<file path="config.mk">
export PLATFORM = sky130hd
export DESIGN_NAME = scc_iigs_wrapper
export DESIGN_NICKNAME = d
export VERILOG_FILES = /design/src/hw/scc_pkg.sv /design/src/hw/scc_iigs_wrapper.sv /design/src/hw/scc.sv /design/src/hw/scc_regs.sv /design/src/hw/scc_channel.sv
export SDC_FILE = /design/constraint.sdc
export NUM_CORES = 1
export LEC_CHECK = 0
export CORE_ASPECT_RATIO = 0.8
export CORE_MARGIN = 4
export CORE_UTILIZATION = 55
export DETAILED_ROUTE_END_ITERATION = 8
export DONT_BUFFER_PORTS = 1
export HOLD_SLACK_MARGIN = 0.08
export PLACE_DENSITY = 0.81
export SYNTH_ARGS = -nofsm -noshare
export SYNTH_HDL_FRONTEND = slang
export SYNTH_HIERARCHICAL = 1
export SYNTH_SLANG_ARGS = --single-unit
</file>
<file path="constraint.sdc">
create_clock -name clk_14m -period 3.39 [get_ports clk_14m]
set_input_delay 0.1695 -clock clk_14m [delete_from_list [all_inputs] [get_ports clk_14m]]
set_output_delay 0.1695 -clock clk_14m [all_outputs]
set_load 0.05 [all_outputs]
</file>
<file path="src/hw/scc_pkg.sv">
package scc_pkg;

    // Register numbers reached through the WR0 pointer
    typedef enum logic [3:0] {
        REG0  = 4'd0,   // WR0 pointer, RR0 status
        REG1  = 4'd1,   // WR1 interrupt enables
        REG3  = 4'd3,   // WR3 receive enable, RR3 pending (A only)
        REG5  = 4'd5,   // WR5 transmit enable and RTS
        REG9  = 4'd9,   // WR9 master interrupt enable
        REG12 = 4'd12   // WR12/RR12 baud time constant
    } scc_reg_e;

    typedef enum logic [1:0] {
        TX_IDLE  = 2'd0,
        TX_START = 2'd1,
        TX_DATA  = 2'd2,
        TX_STOP  = 2'd3
    } tx_state_e;

    typedef enum logic [1:0] {
        RX_IDLE  = 2'd0,
        RX_START = 2'd1,
        RX_DATA  = 2'd2,
        RX_STOP  = 2'd3
    } rx_state_e;

    // Register block to channel
    typedef struct packed {
        logic       tx_en;
        logic       rx_en;
        logic       rts;
        logic [7:0] time_const;   // Bit time is time_const+1 PCLK ticks
        logic       tx_load;      // One cycle, byte rides on tx_byte
    } scc_chan_cfg_t;

    // Channel to register block
    typedef struct packed {
        logic       rx_avail;
        logic       tx_empty;
        logic       cts;
        logic [7:0] rx_byte;
        logic       rx_done;      // One cycle per completed frame
    } scc_chan_stat_t;

    // RR0 bit positions
    localparam int RR0_RX_AVAIL = 0;
    localparam int RR0_TX_EMPTY = 2;
    localparam int RR0_CTS      = 5;

    // Write register bit positions
    localparam int WR1_TX_IE = 1;
    localparam int WR1_RX_IE = 4;
    localparam int WR3_RX_EN = 0;
    localparam int WR5_RTS   = 1;
    localparam int WR5_TX_EN = 3;
    localparam int WR9_MIE   = 3;

endpackage
</file>
<file path="src/hw/scc_iigs_wrapper.sv">
`timescale 1ns/1ps

// C038..C03B window, rs[1] data/control, rs[0] channel A/B
module scc_iigs_wrapper #(
    parameter int PCLK_DIV = 8          // Master clocks per PCLK tick
) (
    input  logic       clk_14m,
    input  logic       reset,
    input  logic       ph2_en,          // CPU bus phase strobe
    input  logic       cs,
    input  logic       we,
    input  logic [1:0] rs,
    input  logic [7:0] wdata,
    input  logic       rxd_a,           // Printer port
    input  logic       rxd_b,           // Modem port
    input  logic       cts_a,
    input  logic       cts_b,
    output logic [7:0] rdata,
    output logic       irq_n,
    output logic       txd_a,
    output logic       txd_b,
    output logic       rts_a,
    output logic       rts_b
);

    localparam int CNT_W = (PCLK_DIV > 1) ? $clog2(PCLK_DIV) : 1;

    logic [CNT_W-1:0] div_cnt;
    logic             pclk_en;

    // Free running PCLK divider, wraps at PCLK_DIV-1
    always_ff @(posedge clk_14m or posedge reset) begin
        if (reset) begin
            div_cnt <= '0;
        end else if (div_cnt == CNT_W'(PCLK_DIV - 1)) begin
            div_cnt <= '0;
        end else begin
            div_cnt <= div_cnt + 1'b1;
        end
    end

    assign pclk_en = (div_cnt == '0);   // One tick per PCLK_DIV cycles

    scc scc_inst (
        .clk_14m (clk_14m),
        .reset   (reset),
        .pclk_en (pclk_en),
        .ph2_en  (ph2_en),
        .cs      (cs),
        .we      (we),
        .rs      (rs),
        .wdata   (wdata),
        .rxd_a   (rxd_a),
        .rxd_b   (rxd_b),
        .cts_a   (cts_a),
        .cts_b   (cts_b),
        .rdata   (rdata),
        .irq_n   (irq_n),
        .txd_a   (txd_a),
        .txd_b   (txd_b),
        .rts_a   (rts_a),
        .rts_b   (rts_b)
    );

endmodule

</file>
<file path="src/hw/scc.sv">
`timescale 1ns/1ps

module scc (
    input  logic       clk_14m,
    input  logic       reset,
    input  logic       pclk_en,
    input  logic       ph2_en,
    input  logic       cs,
    input  logic       we,
    input  logic [1:0] rs,
    input  logic [7:0] wdata,
    input  logic       rxd_a,
    input  logic       rxd_b,
    input  logic       cts_a,
    input  logic       cts_b,
    output logic [7:0] rdata,
    output logic       irq_n,
    output logic       txd_a,
    output logic       txd_b,
    output logic       rts_a,
    output logic       rts_b
);
    import scc_pkg::*;

    scc_chan_cfg_t  cfg_a;
    scc_chan_cfg_t  cfg_b;
    scc_chan_stat_t stat_a;
    scc_chan_stat_t stat_b;
    logic [7:0]     tx_byte;
    logic           irq_level;
    logic           data_rd;
    logic           rd_pop_a;
    logic           rd_pop_b;

    // Data register read pops the holding register of that channel
    assign data_rd  = cs && ph2_en && !we && rs[1];
    assign rd_pop_a = data_rd && rs[0];
    assign rd_pop_b = data_rd && !rs[0];

    // Registered pin, no glitches while pending bits settle
    always_ff @(posedge clk_14m or posedge reset) begin
        if (reset) begin
            irq_n <= 1'b1;
        end else begin
            irq_n <= !irq_level;
        end
    end

    scc_regs regs (
        .clk_14m (clk_14m), .reset (reset), .ph2_en (ph2_en),
        .cs (cs), .we (we), .rs (rs), .wdata (wdata),
        .stat_a (stat_a), .stat_b (stat_b),
        .rdata (rdata), .cfg_a (cfg_a), .cfg_b (cfg_b),
        .tx_byte (tx_byte), .irq_level (irq_level)
    );

    scc_channel chan_a (
        .clk_14m (clk_14m), .reset (reset), .pclk_en (pclk_en),
        .cfg (cfg_a), .tx_byte (tx_byte), .rd_pop (rd_pop_a),
        .rxd (rxd_a), .cts (cts_a),
        .stat (stat_a), .txd (txd_a), .rts (rts_a)
    );

    scc_channel chan_b (
        .clk_14m (clk_14m), .reset (reset), .pclk_en (pclk_en),
        .cfg (cfg_b), .tx_byte (tx_byte), .rd_pop (rd_pop_b),
        .rxd (rxd_b), .cts (cts_b),
        .stat (stat_b), .txd (txd_b), .rts (rts_b)
    );

endmodule

</file>
<file path="src/hw/scc_regs.sv">
`timescale 1ns/1ps

module scc_regs (
    input  logic                    clk_14m,
    input  logic                    reset,
    input  logic                    ph2_en,
    input  logic                    cs,
    input  logic                    we,
    input  logic [1:0]              rs,
    input  logic [7:0]              wdata,
    input  scc_pkg::scc_chan_stat_t stat_a,
    input  scc_pkg::scc_chan_stat_t stat_b,
    output logic [7:0]              rdata,
    output scc_pkg::scc_chan_cfg_t  cfg_a,
    output scc_pkg::scc_chan_cfg_t  cfg_b,
    output logic [7:0]              tx_byte,
    output logic                    irq_level
);
    import scc_pkg::*;

    logic                  access;
    logic                  ch;          // 1 = channel A, 0 = channel B
    logic                  data_wr;
    logic [3:0]            ptr;         // Shared by both channels
    logic [1:0][7:0]       wr1;
    logic [1:0][7:0]       wr3;
    logic [1:0][7:0]       wr5;
    logic [1:0][7:0]       wr12;
    logic [7:0]            wr9;
    logic [1:0]            tx_load_q;
    logic [1:0]            tx_empty_q;
    logic [1:0]            tx_pend;
    logic [1:0]            rx_pend;
    logic [7:0]            rr3;
    scc_chan_stat_t [1:0]  st;

    function automatic logic [7:0] rr0_of(input scc_chan_stat_t s);
        logic [7:0] r;
        r = '0;
        r[RR0_RX_AVAIL] = s.rx_avail;
        r[RR0_TX_EMPTY] = s.tx_empty;
        r[RR0_CTS]      = s.cts;
        return r;
    endfunction

    assign access  = cs && ph2_en;
    assign ch      = rs[0];
    assign data_wr = access && we && rs[1];
    assign st[1]   = stat_a;            // Index by rs[0]
    assign st[0]   = stat_b;

    // Pointer and write registers
    always_ff @(posedge clk_14m or posedge reset) begin
        if (reset) begin
            ptr  <= '0;
            wr1  <= '0;
            wr3  <= '0;
            wr5  <= '0;
            wr12 <= '0;
            wr9  <= '0;
        end else if (access && !rs[1]) begin
            if (we && ptr == 4'd0) begin
                ptr <= wdata[3:0];          // WR0 selects next register
            end else begin
                ptr <= 4'd0;                // Any reach returns to WR0/RR0
                if (we) begin
                    case (scc_reg_e'(ptr))
                        REG1:    wr1[ch]  <= wdata;
                        REG3:    wr3[ch]  <= wdata;
                        REG5:    wr5[ch]  <= wdata;
                        REG9:    wr9      <= wdata;  // Shared
                        REG12:   wr12[ch] <= wdata;
                        default: ;                   // Unimplemented register
                    endcase
                end
            end
        end
    end

    // Load strobe one cycle after the data write, byte held alongside
    always_ff @(posedge clk_14m or posedge reset) begin
        if (reset) begin
            tx_load_q <= '0;
        end else begin
            tx_load_q <= '0;
            if (data_wr) begin
                tx_load_q[ch] <= 1'b1;
            end
        end
    end

    always_ff @(posedge clk_14m) begin
        if (data_wr) begin
            tx_byte <= wdata;
        end
    end

    // Transmit pending on tx_empty rising edge
    always_ff @(posedge clk_14m or posedge reset) begin
        if (reset) begin
            tx_empty_q <= '1;               // Transmitters come up empty
            tx_pend    <= '0;
        end else begin
            for (int c = 0; c < 2; c++) begin
                tx_empty_q[c] <= st[c].tx_empty;
                if (!wr1[c][WR1_TX_IE] || (data_wr && ch == 1'(c))) begin
                    tx_pend[c] <= 1'b0;
                end else if (st[c].tx_empty && !tx_empty_q[c]) begin
                    tx_pend[c] <= 1'b1;
                end
            end
        end
    end

    assign rx_pend = {st[1].rx_avail && wr1[1][WR1_RX_IE],
                      st[0].rx_avail && wr1[0][WR1_RX_IE]};
    assign rr3     = {2'b00, rx_pend[1], tx_pend[1], 1'b0, rx_pend[0], tx_pend[0], 1'b0};
    assign irq_level = wr9[WR9_MIE] && (|rx_pend || |tx_pend);

    // Read mux, valid while cs is high
    always_comb begin
        rdata = 8'h00;
        if (cs) begin
            if (rs[1]) begin
                rdata = st[ch].rx_byte;     // Data register
            end else begin
                case (scc_reg_e'(ptr))
                    REG0:    rdata = rr0_of(st[ch]);
                    REG3:    rdata = ch ? rr3 : 8'h00;   // B side reads 0
                    REG12:   rdata = wr12[ch];
                    default: rdata = 8'h00;
                endcase
            end
        end
    end

    always_comb begin
        cfg_a.tx_en      = wr5[1][WR5_TX_EN];
        cfg_a.rx_en      = wr3[1][WR3_RX_EN];
        cfg_a.rts        = wr5[1][WR5_RTS];
        cfg_a.time_const = wr12[1];
        cfg_a.tx_load    = tx_load_q[1];
        cfg_b.tx_en      = wr5[0][WR5_TX_EN];
        cfg_b.rx_en      = wr3[0][WR3_RX_EN];
        cfg_b.rts        = wr5[0][WR5_RTS];
        cfg_b.time_const = wr12[0];
        cfg_b.tx_load    = tx_load_q[0];
    end

endmodule

</file>
<file path="src/hw/scc_channel.sv">
`timescale 1ns/1ps

// One async channel, 8N1 LSB first
module scc_channel (
    input  logic                    clk_14m,
    input  logic                    reset,
    input  logic                    pclk_en,
    input  scc_pkg::scc_chan_cfg_t  cfg,
    input  logic [7:0]              tx_byte,
    input  logic                    rd_pop,
    input  logic                    rxd,
    input  logic                    cts,
    output scc_pkg::scc_chan_stat_t stat,
    output logic                    txd,
    output logic                    rts
);
    import scc_pkg::*;

    logic [7:0] baud_cnt;
    logic       bit_tick;
    tx_state_e  tx_state;
    logic [7:0] tx_data;
    logic [2:0] tx_bit;
    logic       tx_empty;
    logic       tx_accept;
    logic       tx_next_bit;
    rx_state_e  rx_state;
    logic [7:0] rx_cnt;
    logic [7:0] rx_shift;
    logic [7:0] rx_hold;
    logic [2:0] rx_bit;
    logic       rx_avail;
    logic       rx_done;
    logic       rx_fall;
    logic       rx_sample;
    logic       rxd_m;
    logic       rxd_s;
    logic       rxd_d;
    logic       cts_m;
    logic       cts_s;

    // Input synchronizers, line idles high
    always_ff @(posedge clk_14m or posedge reset) begin
        if (reset) begin
            rxd_m <= 1'b1;
            rxd_s <= 1'b1;
            rxd_d <= 1'b1;
            cts_m <= 1'b0;
            cts_s <= 1'b0;
        end else begin
            rxd_m <= rxd;
            rxd_s <= rxd_m;
            rxd_d <= rxd_s;                 // Previous level for edge detect
            cts_m <= cts;
            cts_s <= cts_m;
        end
    end

    // Transmit baud counter, reload on each bit tick
    always_ff @(posedge clk_14m or posedge reset) begin
        if (reset) begin
            baud_cnt <= '0;
        end else if (pclk_en) begin
            if (baud_cnt == 8'd0) begin
                baud_cnt <= cfg.time_const;
            end else begin
                baud_cnt <= baud_cnt - 8'd1;
            end
        end
    end

    assign bit_tick    = pclk_en && (baud_cnt == 8'd0);
    assign tx_accept   = cfg.tx_load && cfg.tx_en && tx_empty;  // Dropped while busy
    assign tx_next_bit = bit_tick && (tx_state == TX_START ||
                                      (tx_state == TX_DATA && tx_bit != 3'd7));

    always_ff @(posedge clk_14m) begin
        if (tx_accept) begin
            tx_data <= tx_byte;
        end else if (tx_next_bit) begin
            tx_data <= {1'b0, tx_data[7:1]};  // LSB goes out first
        end
    end

    always_ff @(posedge clk_14m or posedge reset) begin
        if (reset) begin
            tx_state <= TX_IDLE;
            tx_bit   <= '0;
            tx_empty <= 1'b1;
            txd      <= 1'b1;
        end else begin
            if (tx_accept) tx_empty <= 1'b0;
            if (bit_tick) begin
                case (tx_state)
                    TX_IDLE: begin
                        if (!tx_empty) begin
                            txd      <= 1'b0;       // Start bit
                            tx_state <= TX_START;
                        end
                    end
                    TX_START: begin
                        txd      <= tx_data[0];
                        tx_bit   <= 3'd0;
                        tx_state <= TX_DATA;
                    end
                    TX_DATA: begin
                        if (tx_bit == 3'd7) begin
                            txd      <= 1'b1;       // Stop bit
                            tx_state <= TX_STOP;
                        end else begin
                            txd    <= tx_data[0];
                            tx_bit <= tx_bit + 3'd1;
                        end
                    end
                    TX_STOP: begin
                        tx_empty <= 1'b1;           // Frame done
                        tx_state <= TX_IDLE;
                    end
                    default: tx_state <= TX_IDLE;
                endcase
            end
        end
    end

    // Receiver runs its own counter, aligned to the start edge
    assign rx_fall   = rxd_d && !rxd_s;
    assign rx_sample = cfg.rx_en && pclk_en && (rx_cnt == 8'd0);

    always_ff @(posedge clk_14m) begin
        if (rx_sample && rx_state == RX_DATA) rx_shift <= {rxd_s, rx_shift[7:1]};
        if (rx_sample && rx_state == RX_STOP && rxd_s) rx_hold <= rx_shift;  // Overwrites
    end

    always_ff @(posedge clk_14m or posedge reset) begin
        if (reset) begin
            rx_state <= RX_IDLE;
            rx_cnt   <= '0;
            rx_bit   <= '0;
            rx_avail <= 1'b0;
            rx_done  <= 1'b0;
        end else begin
            rx_done <= 1'b0;
            if (rd_pop) rx_avail <= 1'b0;
            if (pclk_en && rx_cnt != 8'd0) rx_cnt <= rx_cnt - 8'd1;
            if (rx_sample) rx_cnt <= cfg.time_const;   // Next mid-bit
            if (!cfg.rx_en) begin
                rx_state <= RX_IDLE;
            end else begin
                case (rx_state)
                    RX_IDLE: begin
                        if (rx_fall) begin
                            rx_cnt   <= {1'b0, cfg.time_const[7:1]};  // Half a bit
                            rx_state <= RX_START;
                        end
                    end
                    RX_START: begin
                        if (rx_sample) begin
                            rx_bit   <= 3'd0;
                            rx_state <= rxd_s ? RX_IDLE : RX_DATA;  // Glitch rejected
                        end
                    end
                    RX_DATA: begin
                        if (rx_sample) begin
                            rx_bit <= rx_bit + 3'd1;
                            if (rx_bit == 3'd7) rx_state <= RX_STOP;
                        end
                    end
                    RX_STOP: begin
                        if (rx_sample) begin
                            rx_state <= RX_IDLE;
                            if (rxd_s) begin            // Framing error drops byte
                                rx_avail <= 1'b1;
                                rx_done  <= 1'b1;
                            end
                        end
                    end
                    default: rx_state <= RX_IDLE;
                endcase
            end
        end
    end

    always_comb begin
        stat.rx_avail = rx_avail;
        stat.tx_empty = tx_empty;
        stat.cts      = cts_s;
        stat.rx_byte  = rx_hold;
        stat.rx_done  = rx_done;
    end

    assign rts = !cfg.rts;              // WR5 RTS set drives pin low

endmodule

</file>
After elaboration in Yosys (flattened, before gate mapping)
Cells that the tools add are included.

Add/subtract/negate cells: 9. Multiply operators: 0. Divide/modulo/power cells: 0. $lt $le $gt $ge: 2. Equality and inequality tests: 44. Shift operators: 0. Mux-type cells: 101. Bitwise gates (word level): 2. Reduce and logical (&&, ||, !) cells: 97.

Operators with widths (number): two-way mux 8 bit (21); bitwise mux 16 bit (4); logical AND 1 bit (41); two-way mux 2 bit (19); != test 3 bit (second input constant) (12); two-way mux 1 bit (33); logical NOT 8 bit (4); one-hot mux 2 bit (4 select lines) (4); subtractor 8 x 1 -> 8 bit (second input constant) (4); AND reduction 4 bit (7); two-way mux 12 bit (2); one-hot mux 3 bit (2 select lines) (4); one-hot mux 8 bit (3 select lines) (1); two-way mux 3 bit (7); AND reduction 3 bit (6); equality test 2 bit (second input constant) (8); != test 2 bit (second input constant) (8); nonzero test 2 bit (8); nonzero test 8 bit (2); adder 3 x 1 -> 3 bit (second input constant) (5); equality test 3 bit (second input constant) (5); logical NOT 1 bit (12); AND reduction 5 bit (2); demux 8 bit (select 1 bit) (1); 19 further kinds (35).

Flip-flop bits (word level): 208. Latch bits: 0. Memory bits (writable): 0. Memory bits (read-only): 0. Input port bits: 19. Output and inout port bits: 13. Memories kept: 0.

Depth between registers and ports, before layout
Word-level depth: 9. Gate-level depth with buffers: 9. Mapped depth without buffers: 7.

Hierarchy
The synthesis kept the hierarchy.

Modules (own cells, without submodules): scc_channel at scc_inst.chan_a (times used 1, cells each 258, area an instance 2976.6 um^2); scc_channel at scc_inst.chan_b (times used 1, cells each 260, area an instance 2901.5 um^2); scc_regs (times used 1, cells each 173, area an instance 2217.1 um^2); scc_iigs_wrapper (times used 1, cells each 11, area an instance 141.4 um^2); scc (times used 1, cells each 6, area an instance 65.1 um^2).

Worst setup path after synthesis
No wires, ideal clock.

Kind: register -> register. Start point: register div_cnt[0]. End point: register scc_inst.chan_b.tx_data[0], enable pin. Setup time: 0.384 ns. Arrival: 2.396 ns. Required time: 3.006 ns. Path slack: 0.610 ns. Stages on the path, launching flop included: 9. Clock period less this slack: 2.780 ns. Cell sequence: dfrtp_1 > inv_1 > ha_1 > nor2b_4 > buf_4 > or4b_4 > or2_2 > buf_6 > o21ai_0.

Longest elaborated chain between the ends: 4.

Ends and longest elaborated chain: start: declaration (line scc_iigs_wrapper.sv:28) `logic [CNT_W-1:0] div_cnt;`; start signal: assignment (line scc_iigs_wrapper.sv:38) `div_cnt <= div_cnt + 1'b1;`; logical NOT 3 bit (line scc_iigs_wrapper.sv:42) `assign pclk_en = (div_cnt == '0);`; via pclk_en (line scc_iigs_wrapper.sv:29) `logic pclk_en;`; logical AND 1 bit (line scc_channel.sv:72) `assign bit_tick = pclk_en && (baud_cnt == 8'd0);`; logical AND 1 bit (line scc_channel.sv:74) `assign tx_next_bit = bit_tick && (tx_state == TX_START ||`; nonzero test 2 bit (no line); end signal: assignment (line scc_channel.sv:79) `tx_data <= tx_byte;`; end signal: assignment (line scc_channel.sv:81) `tx_data <= {1'b0, tx_data[7:1]};`; end: declaration (line scc_channel.sv:22) `logic [7:0] tx_data;`.

The timed path passes the listed nets, and every way through them passes these cells. A chain may end at the register's enable or synchronous reset.

Worst setup path after layout
Start point: register scc_inst.regs.ptr[0]. End point: output port rdata[1].

Longest elaborated chain between the ends: 4.

Ends and longest elaborated chain: start: declaration (line scc_regs.sv:24) `logic [3:0] ptr;`; start signal: assignment (line scc_regs.sv:63) `ptr <= wdata[3:0];`; equality test 4 bit, or another cell as far along (line scc_regs.sv:127) `case (scc_reg_e'(ptr))`; one-hot mux 8 bit (3 select lines) (*) (line scc_regs.sv:127); two-way mux 8 bit (*) (line scc_regs.sv:124) `if (rs[1]) begin`; two-way mux 8 bit (*) (line scc_regs.sv:123) `if (cs) begin`; end: declaration (line scc_iigs_wrapper.sv:18) `output logic [7:0] rdata,`.

Mark *: on every way between the ends. The rest lies on a longest branch, timed or not.

==> reports/qor.yml <==
clock_tree:
  cts.htree.levels: 4
  clkTransAtPathRegs_ns: 0.06
  clock_sinks: 165
  clkLatencyLatePin_ns: 0.42
  clk_path_buf_depth: 2
  cts_tree: "built"
  clockRootBuffer: "clkbuf_16"
  cts_buffers: 17
worst_hold_path:
  hold_class: "input port to register"
worst_setup_path:
  worstSetupEndpointType: "output port"
  startpoint_type: "register"
  arrival_ns: 2.46
  path_class: "register to output port"
  worstPathRequired_ns: 3.22
  crit_fanout: 10
final_layout:
  areaGrowthSynthToFinish_pct: 11.3
  fin_cells: 921
  final_cell_mix: "dfrtp_1, nand2_1, edfxtp_1, mux2_2, nor2_1"
  nets: 770
  layout-drive-gt1-share_pct: 20.2
  antenna-diode-count: 0
  layout_commonest_cell: "dfrtp_1"
grt:
  grt_pass1_wl_um: 30300
  antenna_found_initial: 0
  grtUsageTotal_pct: 22.8
  grt_remaining_overflow: 0
  grt_max_degree: 40
  grt_pass1_vias: 5648
placement:
  placed_cells: 872
  dp_hpwl_um: 12700
  port-buffer-count: 0
  routabilityCongestion: 0.871
sta:
  fin_crit_sh_pct: 77.5
  hold_viol_final: 0
  tns_ns: 0
  max_freq_mhz: 380
  final.min_clock_period_ns: 2.63
  slew_headroom_pct: 26.4
  clock_skew_ns: 0.00996
  fin_hold_ws_ns: 0.0903
  slew_violations: 0
  tightest_slew_ns: 1.10
  rsz0062_at_grt: "no"
  setup_violations: 0
detailed_routing:
  route.detailed.drc: 0
  first_pass_iters: 5
  drt_wl_total_um: 19000
  drt_iter0_drc: 487
  vias_per_cell: 6.36
  dr_total_vias: 5853
  postRouteAntennaNets: 0
  avgRoutedWirePerCell_um: 20.6
yosys:
  syn-num-nets: 748
  yosysWarnings: 6
  syn_inst: 702
  synth_area_mm2: 0.00823
  avgSynthCellArea_um2: 11.7
floorplanning:
  die_x_um: 145
  start_util_pct: 57.0
  pin_count: 32
  die_y_um: 117
  core_mm2: 0.0144
  die-area_mm2: 0.0170
  num_rows: 39
pwr:
  power_w: 0.00548
  power_density_mw_per_mm2: 599
  irDropWorstVdd_mv: 0.352
  leakagePower_nw: 3.82
flow_run:
  drv_cap: 0
outcome:
  outcome: "complete, no violations"
==> sequential cells by signal, indices dropped and copies added, names as in the netlist, 3 cells and up <==
| name | flops |
|---|---|
| scc_inst/regs/wr1 | 4 |
| scc_inst/chan_b/rx_cnt | 8 |
| scc_inst/regs/ptr | 4 |
| scc_inst/chan_a/baud_cnt | 8 |
| scc_inst/chan_b/baud_cnt | 8 |
| scc_inst/chan_b/rx_shift | 8 |
| scc_inst/regs/cfg_b | 11 |
| scc_inst/chan_b/tx_bit | 3 |
| scc_inst/chan_a/rx_shift | 8 |
| scc_inst/chan_a/rx_hold | 8 |
| scc_inst/chan_a/rx_cnt | 8 |
| scc_inst/chan_a/tx_data | 8 |
| scc_inst/chan_a/rx_bit | 3 |
| scc_inst/chan_a/tx_bit | 3 |
| div_cnt | 3 |
| scc_inst/chan_b/tx_data | 8 |
| scc_inst/regs/cfg_a | 11 |
| scc_inst/regs/tx_byte | 8 |
| scc_inst/chan_b/rx_hold | 8 |
| scc_inst/chan_b/rx_bit | 3 |
==> critical path: stages, from the launching register on <==
cell       delay (ns)
dfrtp_1          0.47
nand4bb_1        0.52
or3_1            0.52
a211oi_2         0.28
buf_4            0.25
==> metrics by stage <==
stage	utilization (%)	setup WS (ns)	instance area, µm²
4_1_cts	63.4	0.789	9160
3_3_place_gp	58.3	1.02	8420
6_report	63.4	0.761	9160
5_1_grt	63.4	0.685	9160
2_1_floorplan	-	0.610	8230
3_5_place_dp	58.3	0.904	8420
==> routing by layer <==
metal | GRT usage (%) | part of all wire (%)
met1 | 32.5 | 44
met2 | 34.6 | 47
met3 | 6.51 | 8.2
met4 | 5.42 | 1.5
met5 | 0 | 0
==> timing repair <==
action / CTS / global route
resized for setup: 0 / 0
endpoints found under the hold margin: 123 / 0
buffers inserted: 0 / 0
hold buffers: 17 / 0
==> cell type report <==
cell class	count	area, µm²
multi-input cells	477	3540
flip-flops and latches	165	4430
clock buffers	19	443
fillers	1073	5290
repair buffers	32	283
clock inverters	13	121
inverters	31	116
well taps	184	230
==> power by group <==
group / switching, W / internal (W) / total (W) / leakage [nW]
clock network: 0.000812 / 0.00104 / 0.00185 / 0.278
registers: 0.000328 / 0.00230 / 0.00263 / 1.89
logic: 0.000541 / 0.000456 / 0.000997 / 1.64
total: 0.00168 / 0.00380 / 0.00548 / 3.82
==> path summary, 6_finish.rpt <==
check	startpoint	endpoint	slack (ns)	cells after the start
max	scc_inst/regs/ptr[0]	rdata[1]	0.76	4
min	rs[1]	scc_inst/regs/cfg_b[11]	0.09	2
max reg2reg	div_cnt[0]	scc_inst/chan_a/rx_hold[1]	0.88	7
min reg2reg	scc_inst/chan_b/rxd_m	scc_inst/chan_b/rxd_s	0.36	0
max in group asynchronous	reset	scc_inst/chan_b/tx_empty	1.97	3
min in group asynchronous	reset	div_cnt[1]	0.19	2
No activity file was read; power rests on OpenSTA's default activity.
